`src/tl_err_pkg.sv`:
```
`default_nettype none

package tl_err_pkg;

  ////////////////////////////////////////////////////////////
  // channel widths
  ////////////////////////////////////////////////////////////

  localparam int unsigned DataWidth   = 32;
  localparam int unsigned AddrWidth   = 32;
  localparam int unsigned SourceWidth = 4;
  localparam int unsigned SinkWidth   = 3;
  localparam int unsigned SizeWidth   = 3;
  localparam int unsigned MaxSize     = 4;
  localparam int unsigned BeatBytes   = DataWidth / 8;

  // lane layout, lane n owns sinks n*SinksPerLane and up
  localparam int unsigned NumLanes     = 4;
  localparam int unsigned LaneBits     = $clog2(NumLanes);
  localparam int unsigned SinksPerLane = 2;
  localparam int unsigned LaneSinkBits = $clog2(SinksPerLane);
  localparam int unsigned LaneSelLsb   = 12;

  typedef logic [AddrWidth-1:0]   addr_t;
  typedef logic [DataWidth-1:0]   data_t;
  typedef logic [SourceWidth-1:0] source_t;
  typedef logic [SinkWidth-1:0]   sink_t;
  typedef logic [SizeWidth-1:0]   size_t;
  typedef logic [LaneBits-1:0]    lane_t;
  typedef logic [$clog2((2 ** MaxSize) / BeatBytes)-1:0] beat_cnt_t;
  typedef logic [2:0]             opcode_t;
  typedef logic [2:0]             param_t;

  // A channel opcodes
  localparam opcode_t PutFullData    = 3'd0;
  localparam opcode_t PutPartialData = 3'd1;
  localparam opcode_t ArithmeticData = 3'd2;
  localparam opcode_t LogicalData    = 3'd3;
  localparam opcode_t Get            = 3'd4;
  localparam opcode_t Intent         = 3'd5;
  localparam opcode_t AcquireBlock   = 3'd6;
  localparam opcode_t AcquirePerm    = 3'd7;

  // D channel opcodes
  localparam opcode_t AccessAck     = 3'd0;
  localparam opcode_t AccessAckData = 3'd1;
  localparam opcode_t HintAck       = 3'd2;
  localparam opcode_t Grant         = 3'd4;
  localparam opcode_t GrantData     = 3'd5;

  // cap permission for a Grant
  localparam param_t ToN = 3'd2;

  typedef enum logic [1:0] {
    slot_idle_e,
    slot_wait_sink_e,
    slot_busy_e
  } lane_state_e;

  function automatic logic a_has_data(opcode_t op);
    return op inside {PutFullData, PutPartialData, ArithmeticData, LogicalData};
  endfunction

  function automatic logic d_has_data(opcode_t op);
    return op inside {AccessAckData, GrantData};
  endfunction

  // number of beats minus one
  function automatic beat_cnt_t burst_len(size_t size, logic has_data);
    int unsigned bytes;
    bytes = 1 << ((size > MaxSize) ? MaxSize : size);
    if (!has_data || bytes <= BeatBytes) begin
      return '0;
    end
    return beat_cnt_t'(bytes / BeatBytes - 1);
  endfunction

endpackage

`default_nettype wire

```
`src/tl_burst_tracker.sv`:
```
`timescale 1ns/1ps
`default_nettype none

module tl_burst_tracker (
  input  wire logic                clk_i,
  input  wire logic                rst_ni,
  input  wire logic                a_valid_i,
  input  wire logic                a_ready_i,
  input  wire tl_err_pkg::opcode_t a_opcode_i,
  input  wire tl_err_pkg::size_t   a_size_i,
  input  wire logic                d_valid_i,
  input  wire logic                d_ready_i,
  input  wire tl_err_pkg::opcode_t d_opcode_i,
  input  wire tl_err_pkg::size_t   d_size_i,
  output logic                     a_last_o,
  output logic                     d_first_o,
  output logic                     d_last_o
);

  tl_err_pkg::beat_cnt_t a_cnt_q;
  tl_err_pkg::beat_cnt_t d_cnt_q;
  tl_err_pkg::beat_cnt_t a_len;
  tl_err_pkg::beat_cnt_t d_len;

  // beats in the current message, minus one
  assign a_len = tl_err_pkg::burst_len(a_size_i, tl_err_pkg::a_has_data(a_opcode_i));
  assign d_len = tl_err_pkg::burst_len(d_size_i, tl_err_pkg::d_has_data(d_opcode_i));

  assign a_last_o  = a_cnt_q == a_len;
  assign d_first_o = d_cnt_q == '0;
  assign d_last_o  = d_cnt_q == d_len;

  always_ff @(posedge clk_i or negedge rst_ni) begin
    if (!rst_ni) begin
      a_cnt_q <= '0;
      d_cnt_q <= '0;
    end else begin
      if (a_valid_i && a_ready_i) begin
        a_cnt_q <= a_last_o ? '0 : a_cnt_q + 1'b1;
      end
      if (d_valid_i && d_ready_i) begin
        d_cnt_q <= d_last_o ? '0 : d_cnt_q + 1'b1;
      end
    end
  end

  // the beat count comes from the size, so it must not move mid burst
  d_size_stable_a: assert property (@(posedge clk_i) disable iff (!rst_ni)
    d_valid_i && !d_first_o |-> $stable(d_size_i));

endmodule

`default_nettype wire

```
`src/tl_error_fabric.sv`:
```
`timescale 1ns/1ps
`default_nettype none

module tl_error_fabric (
  input  wire logic                clk_i,
  input  wire logic                rst_ni,
  input  wire logic                a_valid_i,
  output logic                     a_ready_o,
  input  wire tl_err_pkg::opcode_t a_opcode_i,
  input  wire tl_err_pkg::param_t  a_param_i,
  input  wire tl_err_pkg::size_t   a_size_i,
  input  wire tl_err_pkg::source_t a_source_i,
  input  wire tl_err_pkg::addr_t   a_address_i,
  input  wire tl_err_pkg::data_t   a_data_i,
  output logic                     d_valid_o,
  input  wire logic                d_ready_i,
  output tl_err_pkg::opcode_t      d_opcode_o,
  output tl_err_pkg::param_t       d_param_o,
  output tl_err_pkg::size_t        d_size_o,
  output tl_err_pkg::source_t      d_source_o,
  output tl_err_pkg::sink_t        d_sink_o,
  output logic                     d_denied_o,
  output logic                     d_corrupt_o,
  output tl_err_pkg::data_t        d_data_o,
  input  wire logic                e_valid_i,
  input  wire tl_err_pkg::sink_t   e_sink_i
);

  logic [tl_err_pkg::NumLanes-1:0] lane_a_valid;
  logic [tl_err_pkg::NumLanes-1:0] lane_a_ready;
  logic [tl_err_pkg::NumLanes-1:0] lane_e_valid;
  logic [tl_err_pkg::NumLanes-1:0] lane_d_valid;
  logic [tl_err_pkg::NumLanes-1:0] lane_d_ready;
  logic [tl_err_pkg::NumLanes-1:0] lane_d_last;
  logic [tl_err_pkg::NumLanes-1:0] lane_d_denied;
  logic [tl_err_pkg::NumLanes-1:0] lane_d_corrupt;
  tl_err_pkg::opcode_t             lane_d_opcode [tl_err_pkg::NumLanes];
  tl_err_pkg::param_t              lane_d_param [tl_err_pkg::NumLanes];
  tl_err_pkg::size_t               lane_d_size [tl_err_pkg::NumLanes];
  tl_err_pkg::source_t             lane_d_source [tl_err_pkg::NumLanes];
  tl_err_pkg::sink_t               lane_d_sink [tl_err_pkg::NumLanes];

  tl_req_demux req_demux_i (
    .a_valid_i      (a_valid_i),
    .a_ready_o      (a_ready_o),
    .a_address_i    (a_address_i),
    .lane_a_valid_o (lane_a_valid),
    .lane_a_ready_i (lane_a_ready),
    .e_valid_i      (e_valid_i),
    .e_sink_i       (e_sink_i),
    .lane_e_valid_o (lane_e_valid)
  );

  // A fields are shared, only valid is steered
  for (genvar i = 0; i < tl_err_pkg::NumLanes; i++) begin : gen_lane
    tl_error_lane #(
      .LaneIdx (i)
    ) lane_i (
      .clk_i       (clk_i),
      .rst_ni      (rst_ni),
      .a_valid_i   (lane_a_valid[i]),
      .a_ready_o   (lane_a_ready[i]),
      .a_opcode_i  (a_opcode_i),
      .a_size_i    (a_size_i),
      .a_source_i  (a_source_i),
      .d_valid_o   (lane_d_valid[i]),
      .d_ready_i   (lane_d_ready[i]),
      .d_opcode_o  (lane_d_opcode[i]),
      .d_param_o   (lane_d_param[i]),
      .d_size_o    (lane_d_size[i]),
      .d_source_o  (lane_d_source[i]),
      .d_sink_o    (lane_d_sink[i]),
      .d_denied_o  (lane_d_denied[i]),
      .d_corrupt_o (lane_d_corrupt[i]),
      .d_last_o    (lane_d_last[i]),
      .e_valid_i   (lane_e_valid[i]),
      .e_sink_i    (e_sink_i)
    );
  end

  tl_resp_arbiter resp_arbiter_i (
    .clk_i            (clk_i),
    .rst_ni           (rst_ni),
    .lane_d_valid_i   (lane_d_valid),
    .lane_d_ready_o   (lane_d_ready),
    .lane_d_last_i    (lane_d_last),
    .lane_d_opcode_i  (lane_d_opcode),
    .lane_d_param_i   (lane_d_param),
    .lane_d_size_i    (lane_d_size),
    .lane_d_source_i  (lane_d_source),
    .lane_d_sink_i    (lane_d_sink),
    .lane_d_denied_i  (lane_d_denied),
    .lane_d_corrupt_i (lane_d_corrupt),
    .d_valid_o        (d_valid_o),
    .d_ready_i        (d_ready_i),
    .d_opcode_o       (d_opcode_o),
    .d_param_o        (d_param_o),
    .d_size_o         (d_size_o),
    .d_source_o       (d_source_o),
    .d_sink_o         (d_sink_o),
    .d_denied_o       (d_denied_o),
    .d_corrupt_o      (d_corrupt_o),
    .d_data_o         (d_data_o)
  );

endmodule

`default_nettype wire

```
`src/tl_error_lane.sv`:
```
`timescale 1ns/1ps
`default_nettype none

module tl_error_lane #(
  parameter int unsigned LaneIdx = 0
) (
  input  wire logic                clk_i,
  input  wire logic                rst_ni,
  input  wire logic                a_valid_i,
  output logic                     a_ready_o,
  input  wire tl_err_pkg::opcode_t a_opcode_i,
  input  wire tl_err_pkg::size_t   a_size_i,
  input  wire tl_err_pkg::source_t a_source_i,
  output logic                     d_valid_o,
  input  wire logic                d_ready_i,
  output tl_err_pkg::opcode_t      d_opcode_o,
  output tl_err_pkg::param_t       d_param_o,
  output tl_err_pkg::size_t        d_size_o,
  output tl_err_pkg::source_t      d_source_o,
  output tl_err_pkg::sink_t        d_sink_o,
  output logic                     d_denied_o,
  output logic                     d_corrupt_o,
  output logic                     d_last_o,
  input  wire logic                e_valid_i,
  input  wire tl_err_pkg::sink_t   e_sink_i
);

  localparam tl_err_pkg::sink_t SinkBase =
    tl_err_pkg::sink_t'(LaneIdx * tl_err_pkg::SinksPerLane);

  tl_err_pkg::lane_state_e state_q;
  tl_err_pkg::lane_state_e state_d;

  logic a_last;
  logic d_first;
  logic load;
  logic d_fire;

  // reply slot
  tl_err_pkg::opcode_t rsp_opcode;
  tl_err_pkg::param_t  rsp_param;
  tl_err_pkg::opcode_t opcode_q;
  tl_err_pkg::param_t  param_q;
  tl_err_pkg::size_t   size_q;
  tl_err_pkg::source_t source_q;

  // sink ids of this lane, a set bit means free
  logic [tl_err_pkg::SinksPerLane-1:0] free_q;
  logic [tl_err_pkg::SinksPerLane-1:0] free_d;
  logic [tl_err_pkg::LaneSinkBits-1:0] avail_idx;
  logic [tl_err_pkg::LaneSinkBits-1:0] sink_q;
  logic [tl_err_pkg::LaneSinkBits-1:0] e_idx;
  logic                                sink_avail;

  tl_burst_tracker burst_tracker_i (
    .clk_i      (clk_i),
    .rst_ni     (rst_ni),
    .a_valid_i  (a_valid_i),
    .a_ready_i  (a_ready_o),
    .a_opcode_i (a_opcode_i),
    .a_size_i   (a_size_i),
    .d_valid_i  (d_valid_o),
    .d_ready_i  (d_ready_i),
    .d_opcode_i (d_opcode_o),
    .d_size_i   (d_size_o),
    .a_last_o   (a_last),
    .d_first_o  (d_first),
    .d_last_o   (d_last_o)
  );

  // only the last beat needs room in the slot
  assign a_ready_o = !a_last || state_q == tl_err_pkg::slot_idle_e;
  assign load      = a_valid_i && a_ready_o && a_last;
  assign d_fire    = d_valid_o && d_ready_i;

  always_comb begin
    rsp_opcode = tl_err_pkg::AccessAck;
    rsp_param  = '0;
    case (a_opcode_i)
      tl_err_pkg::PutFullData, tl_err_pkg::PutPartialData: begin
        rsp_opcode = tl_err_pkg::AccessAck;
      end
      tl_err_pkg::ArithmeticData, tl_err_pkg::LogicalData, tl_err_pkg::Get: begin
        rsp_opcode = tl_err_pkg::AccessAckData;
      end
      tl_err_pkg::Intent: begin
        rsp_opcode = tl_err_pkg::HintAck;
      end
      tl_err_pkg::AcquireBlock, tl_err_pkg::AcquirePerm: begin
        rsp_opcode = tl_err_pkg::Grant;
        rsp_param  = tl_err_pkg::ToN;
      end
    endcase
  end

  ////////////////////////////////////////////////////////////
  // slot FSM
  ////////////////////////////////////////////////////////////

  always_comb begin
    state_d = state_q;
    unique case (state_q)
      tl_err_pkg::slot_idle_e: begin
        if (load) begin
          state_d = (rsp_opcode == tl_err_pkg::Grant && !sink_avail) ?
                    tl_err_pkg::slot_wait_sink_e : tl_err_pkg::slot_busy_e;
        end
      end
      tl_err_pkg::slot_wait_sink_e: begin
        if (sink_avail) begin
          state_d = tl_err_pkg::slot_busy_e;
        end
      end
      tl_err_pkg::slot_busy_e: begin
        if (d_fire && d_last_o) begin
          state_d = tl_err_pkg::slot_idle_e;
        end
      end
      default: state_d = tl_err_pkg::slot_idle_e;
    endcase
  end

  always_ff @(posedge clk_i or negedge rst_ni) begin
    if (!rst_ni) begin
      state_q <= tl_err_pkg::slot_idle_e;
    end else begin
      state_q <= state_d;
    end
  end

  always_ff @(posedge clk_i) begin
    if (load) begin
      opcode_q <= rsp_opcode;
      param_q  <= rsp_param;
      size_q   <= a_size_i;
      source_q <= a_source_i;
    end
    // pick the id as the reply goes out so the sink field holds
    if (state_d == tl_err_pkg::slot_busy_e && state_q != tl_err_pkg::slot_busy_e) begin
      sink_q <= avail_idx;
    end
  end

  assign d_valid_o   = state_q == tl_err_pkg::slot_busy_e;
  assign d_opcode_o  = opcode_q;
  assign d_param_o   = param_q;
  assign d_size_o    = size_q;
  assign d_source_o  = source_q;
  assign d_sink_o    = SinkBase | tl_err_pkg::sink_t'(sink_q);
  assign d_denied_o  = 1'b1;
  assign d_corrupt_o = opcode_q == tl_err_pkg::AccessAckData;

  ////////////////////////////////////////////////////////////
  // sink id pool
  ////////////////////////////////////////////////////////////

  // lowest free id wins
  always_comb begin
    sink_avail = 1'b0;
    avail_idx  = '0;
    for (int i = tl_err_pkg::SinksPerLane - 1; i >= 0; i--) begin
      if (free_q[i]) begin
        sink_avail = 1'b1;
        avail_idx  = i[tl_err_pkg::LaneSinkBits-1:0];
      end
    end
  end

  assign e_idx = e_sink_i[tl_err_pkg::LaneSinkBits-1:0];

  always_comb begin
    free_d = free_q;
    if (d_fire && d_first && opcode_q == tl_err_pkg::Grant) begin
      free_d[sink_q] = 1'b0;
    end
    // GrantAck returns the id
    if (e_valid_i) begin
      free_d[e_idx] = 1'b1;
    end
  end

  always_ff @(posedge clk_i or negedge rst_ni) begin
    if (!rst_ni) begin
      free_q <= '1;
    end else begin
      free_q <= free_d;
    end
  end

  e_sink_outstanding_a: assert property (@(posedge clk_i) disable iff (!rst_ni)
    e_valid_i |-> !free_q[e_idx]);

  // a Grant only goes out with an id that is still free
  no_reply_without_sink_a: assert property (@(posedge clk_i) disable iff (!rst_ni)
    d_valid_o && d_first && opcode_q == tl_err_pkg::Grant |-> free_q[sink_q]);

endmodule

`default_nettype wire

```
`src/tl_req_demux.sv`:
```
`timescale 1ns/1ps
`default_nettype none

module tl_req_demux (
  input  wire logic                              a_valid_i,
  output logic                                   a_ready_o,
  input  wire tl_err_pkg::addr_t                 a_address_i,
  output logic [tl_err_pkg::NumLanes-1:0]        lane_a_valid_o,
  input  wire logic [tl_err_pkg::NumLanes-1:0]   lane_a_ready_i,
  input  wire logic                              e_valid_i,
  input  wire tl_err_pkg::sink_t                 e_sink_i,
  output logic [tl_err_pkg::NumLanes-1:0]        lane_e_valid_o
);

  tl_err_pkg::lane_t a_lane;
  tl_err_pkg::lane_t e_lane;
  tl_err_pkg::sink_t e_lane_full;

  // lane select sits just above the per-lane address window
  assign a_lane = a_address_i[tl_err_pkg::LaneSelLsb +: tl_err_pkg::LaneBits];

  // sink id divided by SinksPerLane
  assign e_lane_full = e_sink_i >> tl_err_pkg::LaneSinkBits;
  assign e_lane      = e_lane_full[tl_err_pkg::LaneBits-1:0];

  always_comb begin
    lane_a_valid_o         = '0;
    lane_e_valid_o         = '0;
    lane_a_valid_o[a_lane] = a_valid_i;
    lane_e_valid_o[e_lane] = e_valid_i;
  end

  assign a_ready_o = lane_a_ready_i[a_lane];

endmodule

`default_nettype wire

```
`src/tl_resp_arbiter.sv`:
```
`timescale 1ns/1ps
`default_nettype none

module tl_resp_arbiter (
  input  wire logic                              clk_i,
  input  wire logic                              rst_ni,
  input  wire logic [tl_err_pkg::NumLanes-1:0]   lane_d_valid_i,
  output logic [tl_err_pkg::NumLanes-1:0]        lane_d_ready_o,
  input  wire logic [tl_err_pkg::NumLanes-1:0]   lane_d_last_i,
  input  wire tl_err_pkg::opcode_t               lane_d_opcode_i [tl_err_pkg::NumLanes],
  input  wire tl_err_pkg::param_t                lane_d_param_i [tl_err_pkg::NumLanes],
  input  wire tl_err_pkg::size_t                 lane_d_size_i [tl_err_pkg::NumLanes],
  input  wire tl_err_pkg::source_t               lane_d_source_i [tl_err_pkg::NumLanes],
  input  wire tl_err_pkg::sink_t                 lane_d_sink_i [tl_err_pkg::NumLanes],
  input  wire logic [tl_err_pkg::NumLanes-1:0]   lane_d_denied_i,
  input  wire logic [tl_err_pkg::NumLanes-1:0]   lane_d_corrupt_i,
  output logic                                   d_valid_o,
  input  wire logic                              d_ready_i,
  output tl_err_pkg::opcode_t                    d_opcode_o,
  output tl_err_pkg::param_t                     d_param_o,
  output tl_err_pkg::size_t                      d_size_o,
  output tl_err_pkg::source_t                    d_source_o,
  output tl_err_pkg::sink_t                      d_sink_o,
  output logic                                   d_denied_o,
  output logic                                   d_corrupt_o,
  output tl_err_pkg::data_t                      d_data_o
);

  tl_err_pkg::lane_t ptr_q;
  tl_err_pkg::lane_t grant_q;
  tl_err_pkg::lane_t sel;
  logic              lock_q;
  logic              lock_d;
  logic              burst_done;

  // search from the pointer, unless a burst holds the grant
  always_comb begin
    tl_err_pkg::lane_t cand;
    sel  = lock_q ? grant_q : ptr_q;
    cand = ptr_q;
    if (!lock_q) begin
      for (int i = tl_err_pkg::NumLanes - 1; i >= 0; i--) begin
        cand = tl_err_pkg::lane_t'((int'(ptr_q) + i) % tl_err_pkg::NumLanes);
        if (lane_d_valid_i[cand]) begin
          sel = cand;
        end
      end
    end
  end

  assign d_valid_o   = lane_d_valid_i[sel];
  assign d_opcode_o  = lane_d_opcode_i[sel];
  assign d_param_o   = lane_d_param_i[sel];
  assign d_size_o    = lane_d_size_i[sel];
  assign d_source_o  = lane_d_source_i[sel];
  assign d_sink_o    = lane_d_sink_i[sel];
  assign d_denied_o  = lane_d_denied_i[sel];
  assign d_corrupt_o = lane_d_corrupt_i[sel];
  // error lanes never return real data
  assign d_data_o    = '0;

  always_comb begin
    lane_d_ready_o      = '0;
    lane_d_ready_o[sel] = d_ready_i;
  end

  // a presented beat keeps the grant until the last beat goes
  assign burst_done = d_valid_o && d_ready_i && lane_d_last_i[sel];
  assign lock_d     = d_valid_o && !burst_done;

  always_ff @(posedge clk_i or negedge rst_ni) begin
    if (!rst_ni) begin
      ptr_q   <= '0;
      grant_q <= '0;
      lock_q  <= 1'b0;
    end else begin
      lock_q  <= lock_d;
      grant_q <= sel;
      if (burst_done) begin
        ptr_q <= tl_err_pkg::lane_t'((int'(sel) + 1) % tl_err_pkg::NumLanes);
      end
    end
  end

  // lanes keep valid up for the whole burst
  grant_locked_a: assert property (@(posedge clk_i) disable iff (!rst_ni)
    lock_q |-> lane_d_valid_i[grant_q]);

endmodule

`default_nettype wire
```
`config.mk`:
```
export PLATFORM = sky130hd
export DESIGN_NAME = tl_error_fabric
export DESIGN_NICKNAME = d
export VERILOG_FILES = /design/src/tl_err_pkg.sv /design/src/tl_burst_tracker.sv /design/src/tl_error_fabric.sv /design/src/tl_error_lane.sv /design/src/tl_req_demux.sv /design/src/tl_resp_arbiter.sv
export SDC_FILE = /design/constraint.sdc
export NUM_CORES = 1
export LEC_CHECK = 0
export ABC_CLOCK_PERIOD_IN_PS = 3800
export BUFFER_PORTS_ARGS = -buffer_cell sky130_fd_sc_hd__buf_2
export CAP_MARGIN = 5
export CORE_ASPECT_RATIO = 0.9
export CORE_MARGIN = 3
export CORE_UTILIZATION = 48
export DETAILED_ROUTE_END_ITERATION = 16
export GPL_TIMING_DRIVEN = 0
export HOLD_SLACK_MARGIN = 0.08
export PLACE_DENSITY = 0.85
export SETUP_SLACK_MARGIN = 0.4
export SYNTH_ARGS = -nofsm -noshare
export SYNTH_HDL_FRONTEND = slang
export SYNTH_SLANG_ARGS = --single-unit
```
`constraint.sdc`:
```
create_clock -name clk_i -period 3.8 [get_ports clk_i]
set_clock_uncertainty 0.1 [all_clocks]
set_input_delay 0.19 -clock clk_i [delete_from_list [all_inputs] [get_ports clk_i]]
set_output_delay 0.19 -clock clk_i [all_outputs]
set_load 0.005 [all_outputs]
```
==> results of run 1 <==
-- where the power goes --
group	leakage, uW	switching (uW)	internal (uW)
sequential	0.000881	177	1180
combinational	0.00143	1550	1160
clock	0.000103	349	314
total	0.00241	2080	2650
-- layout by cell type, fill, tap and decap left out, types with 4 or more instances in the layout --
cell           instances
nand2_1               67
buf_4                 49
edfxtp_1              48
buf_2                 37
conb_1                35
o21ai_0               33
a21oi_1               29
dfrtp_1               25
nor2_1                23
inv_1                 20
dlygate4sd3_1         14
nand2b_1              12
nor2b_1               11
clkbuf_8              10
nor3_1                 9
mux2i_1                9
and3_1                 9
a31oi_1                8
dfstp_2                8
a211oi_1               7
nand3_1                7
ha_1                   7
o22ai_1                5
o211ai_1               5
and2_0                 5
a21o_1                 4
o21bai_1               4
buf_6                  4
o31ai_1                4
dfrtp_2                4
-- stage by stage --
| stage | setup WS [ps] | setup TNS (ps) | total power (uW) | instances | cell area, um^2 |
|---|---|---|---|---|---|
| after floorplan | 520.9 | 0 | 2982 | 511 | 4896 |
| after global placement | -952.3 | -8324 | 3749 | 668 | 5224 |
| after detailed placement | -45.40 | -70.74 | 3848 | 673 | 5281 |
| after CTS | 413.5 | 0 | 4594 | 704 | 5660 |
| after global routing | 397.1 | 0 | 5063 | 710 | 5747 |
| final | 516.0 | 0 | 4729 | 710 | 5747 |
-- final timing paths --
kind,startpoint,to,slack [ps],cells past startpoint
worst max-delay path,gen_lane[0].lane_i.state_q[0],d_corrupt_o,520,10
worst min-delay path,a_opcode_i[0],gen_lane[2].lane_i.d_opcode_o[1],160,2
worst max register to register,gen_lane[3].lane_i.state_q[0],gen_lane[2].lane_i.free_q[1],550,12
worst min register to register,gen_lane[1].lane_i.burst_tracker_i.a_cnt_q[1],gen_lane[1].lane_i.burst_tracker_i.a_cnt_q[1],420,1
max in group asynchronous,rst_ni,resp_arbiter_i.ptr_q[0],2620,2
min in group asynchronous,rst_ni,gen_lane[2].lane_i.burst_tracker_i.a_cnt_q[1],380,2
-- area by class of cell --
| class | count | area (um^2) |
|---|---|---|
| Multi-Input combinational cell | 358 | 2162 |
| Fill cell | 741 | 3626 |
| Sequential cell | 85 | 2382 |
| Tap cell | 122 | 152.6 |
| Inverter | 22 | 85.08 |
| Buffer | 46 | 351.6 |
| Clock inverter | 7 | 80.08 |
| Timing Repair Buffer | 61 | 409.1 |
| Clock buffer | 9 | 123.9 |
-- layer usage --
layer  up-vias  wire length (um)  track usage
li1       1871                 -            -
met1      1791              4844       0.2677
met2       182              5463       0.3493
met3        23               992      0.06182
met4         0               233      0.06922
met5         -                 0            0
-- state kept, by name (all words and copies together) (netlist names), 4 cells and up --
register,flops
gen_lane.lane_i.burst_tracker_i.a_cnt_q,8
gen_lane.lane_i.burst_tracker_i.d_cnt_q,8
gen_lane.lane_i.d_opcode_o,12
gen_lane.lane_i.d_param_o,4
gen_lane.lane_i.d_size_o,12
gen_lane.lane_i.d_source_o,16
gen_lane.lane_i.free_q,8
gen_lane.lane_i.sink_q,4
gen_lane.lane_i.state_q,8
-- logic make-up after synthesis --
group	synth area share
DFF	0.4983
and+or+nand+nor	0.1899
adders and majority gates	0.02098
AOI/OAI and AO/OA	0.1726
other	0.001574
muxes	0.03147
buffers and inverters	0.08523
-- timing repair --
item / in CTS / in global routing
buffers inserted: 1 / 6
hold endpoints to repair: 69 / 0
setup endpoints to repair: 11 / 15
hold buffers: 14 / 0
pin swaps: 1 / 3
resized for setup: 11 / 21
==> results by stage, run 1 <==
Run status:
- The flow ran to the end, and the final reports show no timing, DRC or antenna violations.

Pwr:
- The leakage power is 0.002411 uW.
- Dividing total power by cell area gives a power density of 823.0 nW/um^2.
- The largest voltage drop on the vdd net is 0.0004429 V.

CTS:
- The clock-pin slew on the worst setup and hold paths is 90 ps.
- The clock tree from TritonCTS is done.
- The number of CTS-inserted buffers is 9.
- For this design, the sink count on the clock tree is 85.
- In this run the number of H-tree levels came out at 3.
- The clock reaches the later pin of the worst-skew pair after 370 ps.
- The clock tree buffer depth is 2.
- The root buffer cell chosen for the clock tree is clkbuf_8.

Logic synthesis:
- The number of register bits inferred by synthesis is 85.
- The commonest cells after synthesis are nand2_1, edfxtp_1, buf_4, o21ai_0.
- Yosys mapped a number of flops with a built-in enable equal to 48.
- The share of the synthesized area in the top cell type is 0.3021.
- Of all cell types, the one taking the most synthesized area is edfxtp_1.
- The number of unique standard cell types used by synthesis is 66.
- The average instance in the mapped netlist occupies 9.981 um^2.
- The most used flip-flop cell after synthesis is edfxtp_1.
- The total standard cell area after synthesis is 4771 um^2.
- In the post-synthesis netlist, the biggest area contributors are edfxtp_1, dfrtp_1, buf_4, nand2_1, dfstp_2.
- The async set-or-reset flop fraction in the synthesized netlist is 0.4353.
- For this run, the register share of the synthesized area comes to 0.4983.
- The most common cell in the synthesized netlist is nand2_1.
- The Yosys step of the flow raised 0 warnings.
- In the synthesized netlist, the number of instances is 478.

Critical path:
- The standard cell with the maximum stage delay on the critical path is dfrtp_2.
- Along the worst path, the maximum fanout reaches 10.
- The combined buffer and inverter count along the critical path is 3.
- The critical path is of the reg -> out type.
- STA classifies the critical path endpoint as an output pin.
- Walking the worst path, the cells encountered are or3b_4, a21bo_1, a2111oi_4, o21ai_4, buf_6, buf_2, nor3_1, a21oi_1, a21oi_1, buf_2.
- STA classifies the critical path startpoint as a flip-flop.
- The delay of the slowest cell on the worst path is 470 ps.
- The critical path required time is 3510 ps.
- The arrival time at the worst endpoint is 2990 ps.
- The cell family contributing the most delay on the critical path is compound AO/OA/AOI/OAI gates.

GRT:
- The remaining global-route overflow is 0.
- The number of global-route vias before repair is 3752.
- For this run, the total global-route usage over all layers was measured as 0.2103.
- The largest net degree at the start of global routing is 38.
- The global-route wire length before repair is 18450 um.
- The initial antenna violation count is 0.

STA:
- After layout, the minimum clock period comes to 3284 ps.
- The count of endpoints failing setup in the final report is 0.
- The final-layout worst hold slack is 156.6 ps.
- The top achievable clock speed is 304.5 MHz.
- For the pin with the worst max-slew slack, the measured transition is 880.1 ps.
- The number of slew-limit violations in the final report is 0.
- Setup repair after global routing left no endpoint under its margin.
- The part of the cycle the worst path needs is 0.8642.
- The total count of hold-check failures in the final report is 0.
- The max-slew headroom at the worst pin is 0.4132.

Detailed routing:
- The number of search-and-repair iterations in the first detailed-routing pass is 5.
- The total detailed-routing wirelength is 11530 um.
- The count of nets left with antenna violations after detail routing is 0.
- The average wire per cell in the routed design is 16.24 um.
- Dividing the detail-routed via count by the number of cells gives 5.446.
- For this block, the initial DRC count from the detailed router was 309.
- The final routed DRC violation total is 0.
- The routed via count is 3867.

Layout:
- The area growth from synthesis to layout is 20.46%.
- The number of nets at the end of the flow is 676.
- The number of antenna diodes is 0.
- In the final layout, the share of cells above drive strength 1 is 0.2585.
- The end-of-flow core utilization is 0.6131.

Placement:
- Port buffering added 35 buffers.
- After legalization and detailed placement, the total HPWL measured 8624 um.
- The congestion estimate from routability-driven global placement came to 0.8639.

Floorplan:
- Measured along the x axis, the die boundary spans 111.1 um.
- The floorplan row count is 33.
- During I/O placement, the number of pins put on the boundary was 137.
- From bottom edge to top edge, the die measures 100.6 um.
- The area of the die is 11170 um^2.
- The core region is 9373 um^2.
- The initial utilization of the core area, before any placement, comes to 0.5090.

Run:
- The max-cap violation count is 0.

Worst hold path:
- The type of the worst min-delay path is in -> reg.
Note: power is estimated with default switching activity, not from simulation.
==> run 2, diff against run 1 <==
--- a/config.mk
+++ b/config.mk
@@ -5,7 +5,7 @@
 export SDC_FILE = /design/constraint.sdc
 export NUM_CORES = 1
 export LEC_CHECK = 0
-export ABC_CLOCK_PERIOD_IN_PS = 3800
+export ABC_CLOCK_PERIOD_IN_PS = 2650
 export BUFFER_PORTS_ARGS = -buffer_cell sky130_fd_sc_hd__buf_2
 export CAP_MARGIN = 5
 export CORE_ASPECT_RATIO = 0.9
@@ -15,6 +15,7 @@
 export GPL_TIMING_DRIVEN = 0
 export HOLD_SLACK_MARGIN = 0.08
 export PLACE_DENSITY = 0.85
+export RECOVER_POWER = 50
 export SETUP_SLACK_MARGIN = 0.4
 export SYNTH_ARGS = -nofsm -noshare
 export SYNTH_HDL_FRONTEND = slang
==> constraint.sdc (replaced) <==
create_clock -name clk_i -period 2.65 [get_ports clk_i]
set_clock_uncertainty 0.1 [all_clocks]
set_input_delay 0.1325 -clock clk_i [delete_from_list [all_inputs] [get_ports clk_i]]
set_output_delay 0.1325 -clock clk_i [all_outputs]
set_load 0.005 [all_outputs]
==> run 2 against run 1 <==
Net effect:
- the run now ends with setup timing left
- setup slack got worse by 990 ps
- final cell count is 6.9% higher
- flip-flop and latch count unchanged
- wire length grew 40%
- critical path type is now reg -> reg
- critical endpoint is now gen_lane[2].lane_i.free_q[1]
- highest routed layer unchanged
==> results by stage, run 2 (synthesis results as in run 1) <==
Worst hold path:
- The worst hold path stage count is 2.
- In this run the worst hold path is classified as in -> reg.

CTS:
- CTS placed an instance of clkbuf_8 at the clock tree root.
- The clock passes through at most 2 buffers.
- The clock tree from TritonCTS is done.
- Clock latency on the worst-skew pair, taken at its later pin, is 380 ps.
- Buffers inserted during clock tree synthesis total 9.
- The number of sinks handled by clock tree synthesis is 85.
- The H-tree was split into 3 levels.
- The clock-pin slew on the worst setup and hold paths is 90 ps.

Floorplan:
- In this run the vertical extent of the chip is 100.6 um.
- For this configuration, the core starts out at a cell density of 0.5090.
- The count of pins on the block boundary is 137.
- The die covers 11170 um^2.
- After floorplanning, the core was divided into 33 placement rows.
- The core region is 9373 um^2.
- The horizontal die dimension is 111.1 um.

Critical path:
- The combined buffer and inverter count along the critical path is 5.
- The critical path goes through buf_4, nand2b_2, mux2i_1, a2111oi_4, o21ai_4, buf_6, buf_6, buf_16, buf_12, ha_4, nand3_4, or4_4, o21ai_2, o21ai_1.
- The cell seen most often among critical-path stages is buf_6.
- STA classifies the critical path startpoint as a flip-flop.
- The dominant delay contributor by cell family on the critical path is simple AND/OR/NAND/NOR gates.
- The category of the most critical setup path is reg -> reg.
- The maximum fanout encountered on the critical timing path is 5.
- The largest single stage delay on the critical path is 500 ps.
- The slowest stage of the critical path is the or4_4 cell.
- The critical path depth is 14.
- STA puts the critical path data required time at 2860 ps.
- The worst register-to-register path has a depth of 14.
- The endpoint class of the critical path is a flip-flop.
- The arrival time at the worst endpoint is 3330 ps.

Layout:
- For this run, the share of the core covered by cells in the final layout is 0.7377.
- The count of cells in the finished layout, fillers not included, comes to 759.
- The number of flip-flops in the largest register is 16.
- Relative to the synthesized area, the layout overhead comes to 44.93%.
- The leading cell type in the layout, fill and taps excluded is buf_4.
- The number of nets at the end of the flow is 725.
- The repair_antennas step left the layout with diodes totalling 0.
- The library cells used most frequently in the layout, excluding fill and tap cells, are buf_4, nand2_1, edfxtp_1.
- The layout cell share with drive strength beyond 1 is 0.4207.

Run:
- The max-cap violation count is 0.

STA:
- Setup violations remaining at the end of the flow were counted as 38.
- Setup repair after global routing could not meet its margin everywhere.
- Across all setup checks in the final design, the least slack found is -473.1 ps.
- The aggregate negative setup slack is -11850 ps.
- The number of slew-limit violations in the final report is 0.
- The max-slew headroom at the worst pin is 0.3942.
- At the pin with the least slew margin, the transition time is 908.7 ps.
- Counting I/O delays and the setup requirement, the final critical path takes 3123 ps.
- The top achievable clock speed is 320.2 MHz.
- Dividing the final minimum period by the clock period gives 1.179.
- The total count of hold-check failures in the final report was 0.

Pwr:
- The worst-case IR drop observed on VDD is 0.0007996 V.
- The total power per unit cell area is 1509 nW/um^2.
- The post-route total power is 10430 uW.
- In this run the static leakage power is 0.002826 uW.

Placement:
- At the end of routability-driven placement, the weighted congestion stood at 0.8892.
- The setup slack after placement is -714.6 ps.
- The number of I/O port buffers is 35.
- The HPWL after detailed placement is 8402 um.
- In this run, placement finished with an instance count of 669.

GRT:
- The number of global-route vias before repair was 4418.
- The global-route wire length before repair is 22770 um.
- The initial antenna violation count came to 0.
- For this run, the total global-route usage over all layers was measured as 0.2619.
- The largest net degree at the start of global routing is 38.
- The remaining global-route overflow is 0.

Detailed routing:
- The count of nets left with antenna violations after detail routing is 0.
- The number of search-and-repair iterations in the first detailed-routing pass is 6.
- Using the TritonRoute via totals, the vias-per-cell ratio works out to 6.071.
- The violation count after the first detailed-route iteration is 467.
- The average wire per cell in the routed design is 21.30 um.
- The final routed DRC violation total is 0.
- The routed via count is 4608.
- The total detailed-routing wirelength is 16170 um.

Run status:
- The final reports fail on setup timing.
- The flow ran to the end, but the final reports show violations.
==> run 2: cell types whose count changed in the layout (fill, tap and decap cells not counted), moves of 6 or more <==
cell      previous run  this run
o21ai_2              1        13
a211oi_1             7         0
o21ai_0             33         9
o21ai_1              3        14
and3_1               9         2
buf_4               49        69
nand2_2              1         7
buf_8                0         6
nand2_1             67        56
buf_6                4        22
clkbuf_1             1         8
buf_2               37        27
and3_4               0         6
a31oi_1              8         2
==> run 2: cell type report <==
class	instances	area [um^2]
inverters	22	90.09
plain buffers	46	435.4
multi-input cells	358	2691
clock buffers	9	123.9
well taps	122	152.6
repair buffers	110	940.9
flip-flops and latches	85	2387
clock inverters	7	92.59
fillers	530	2459
==> run 2: repair_timing <==
action	4_1_cts	5_1_grt
hold buffers	15	0
cloned	4	0
pin swaps	33	25
setup endpoints to repair	69	44
hold endpoints to repair	74	0
buffers inserted	42	13
gates resized for setup	85	77
==> run 2: path summary, 6_finish.rpt <==
path	startpoint	to	slack (ps)
max	gen_lane[3].lane_i.state_q[0]	gen_lane[2].lane_i.free_q[1]	-470
min	a_opcode_i[0]	gen_lane[2].lane_i.d_opcode_o[1]	90
max reg2reg	gen_lane[3].lane_i.state_q[0]	gen_lane[2].lane_i.free_q[1]	-470
min reg2reg	gen_lane[0].lane_i.burst_tracker_i.d_cnt_q[0]	gen_lane[0].lane_i.burst_tracker_i.d_cnt_q[0]	400
max in group asynchronous	rst_ni	gen_lane[2].lane_i.state_q[0]	1500
min in group asynchronous	rst_ni	gen_lane[2].lane_i.burst_tracker_i.d_cnt_q[1]	330
==> run 2: routing by layer <==
metal  vias up  routed length [um]  share of wire  track usage
li1       1982                   -              -            -
met1      2216                5604           0.35       0.3172
met2       333                8175           0.51       0.4571
met3        77                1595          0.099      0.05822
met4         0                 792          0.049       0.1104
met5         -                   0              0            0
==> run 2: per-stage QoR <==
stage / hold slack (ps) / instance area [um^2]
after global routing: 94.40 / 6914
after floorplan: -263.1 / 5047
final: 94.53 / 6914
after global placement: 189.2 / 5375
after detailed placement: 194.6 / 5403
after CTS: 98.48 / 6519
==> run 2: power breakdown <==
group,switching (uW),internal (uW)
registers,307,1690
clock network,534,459
logic,3640,3800
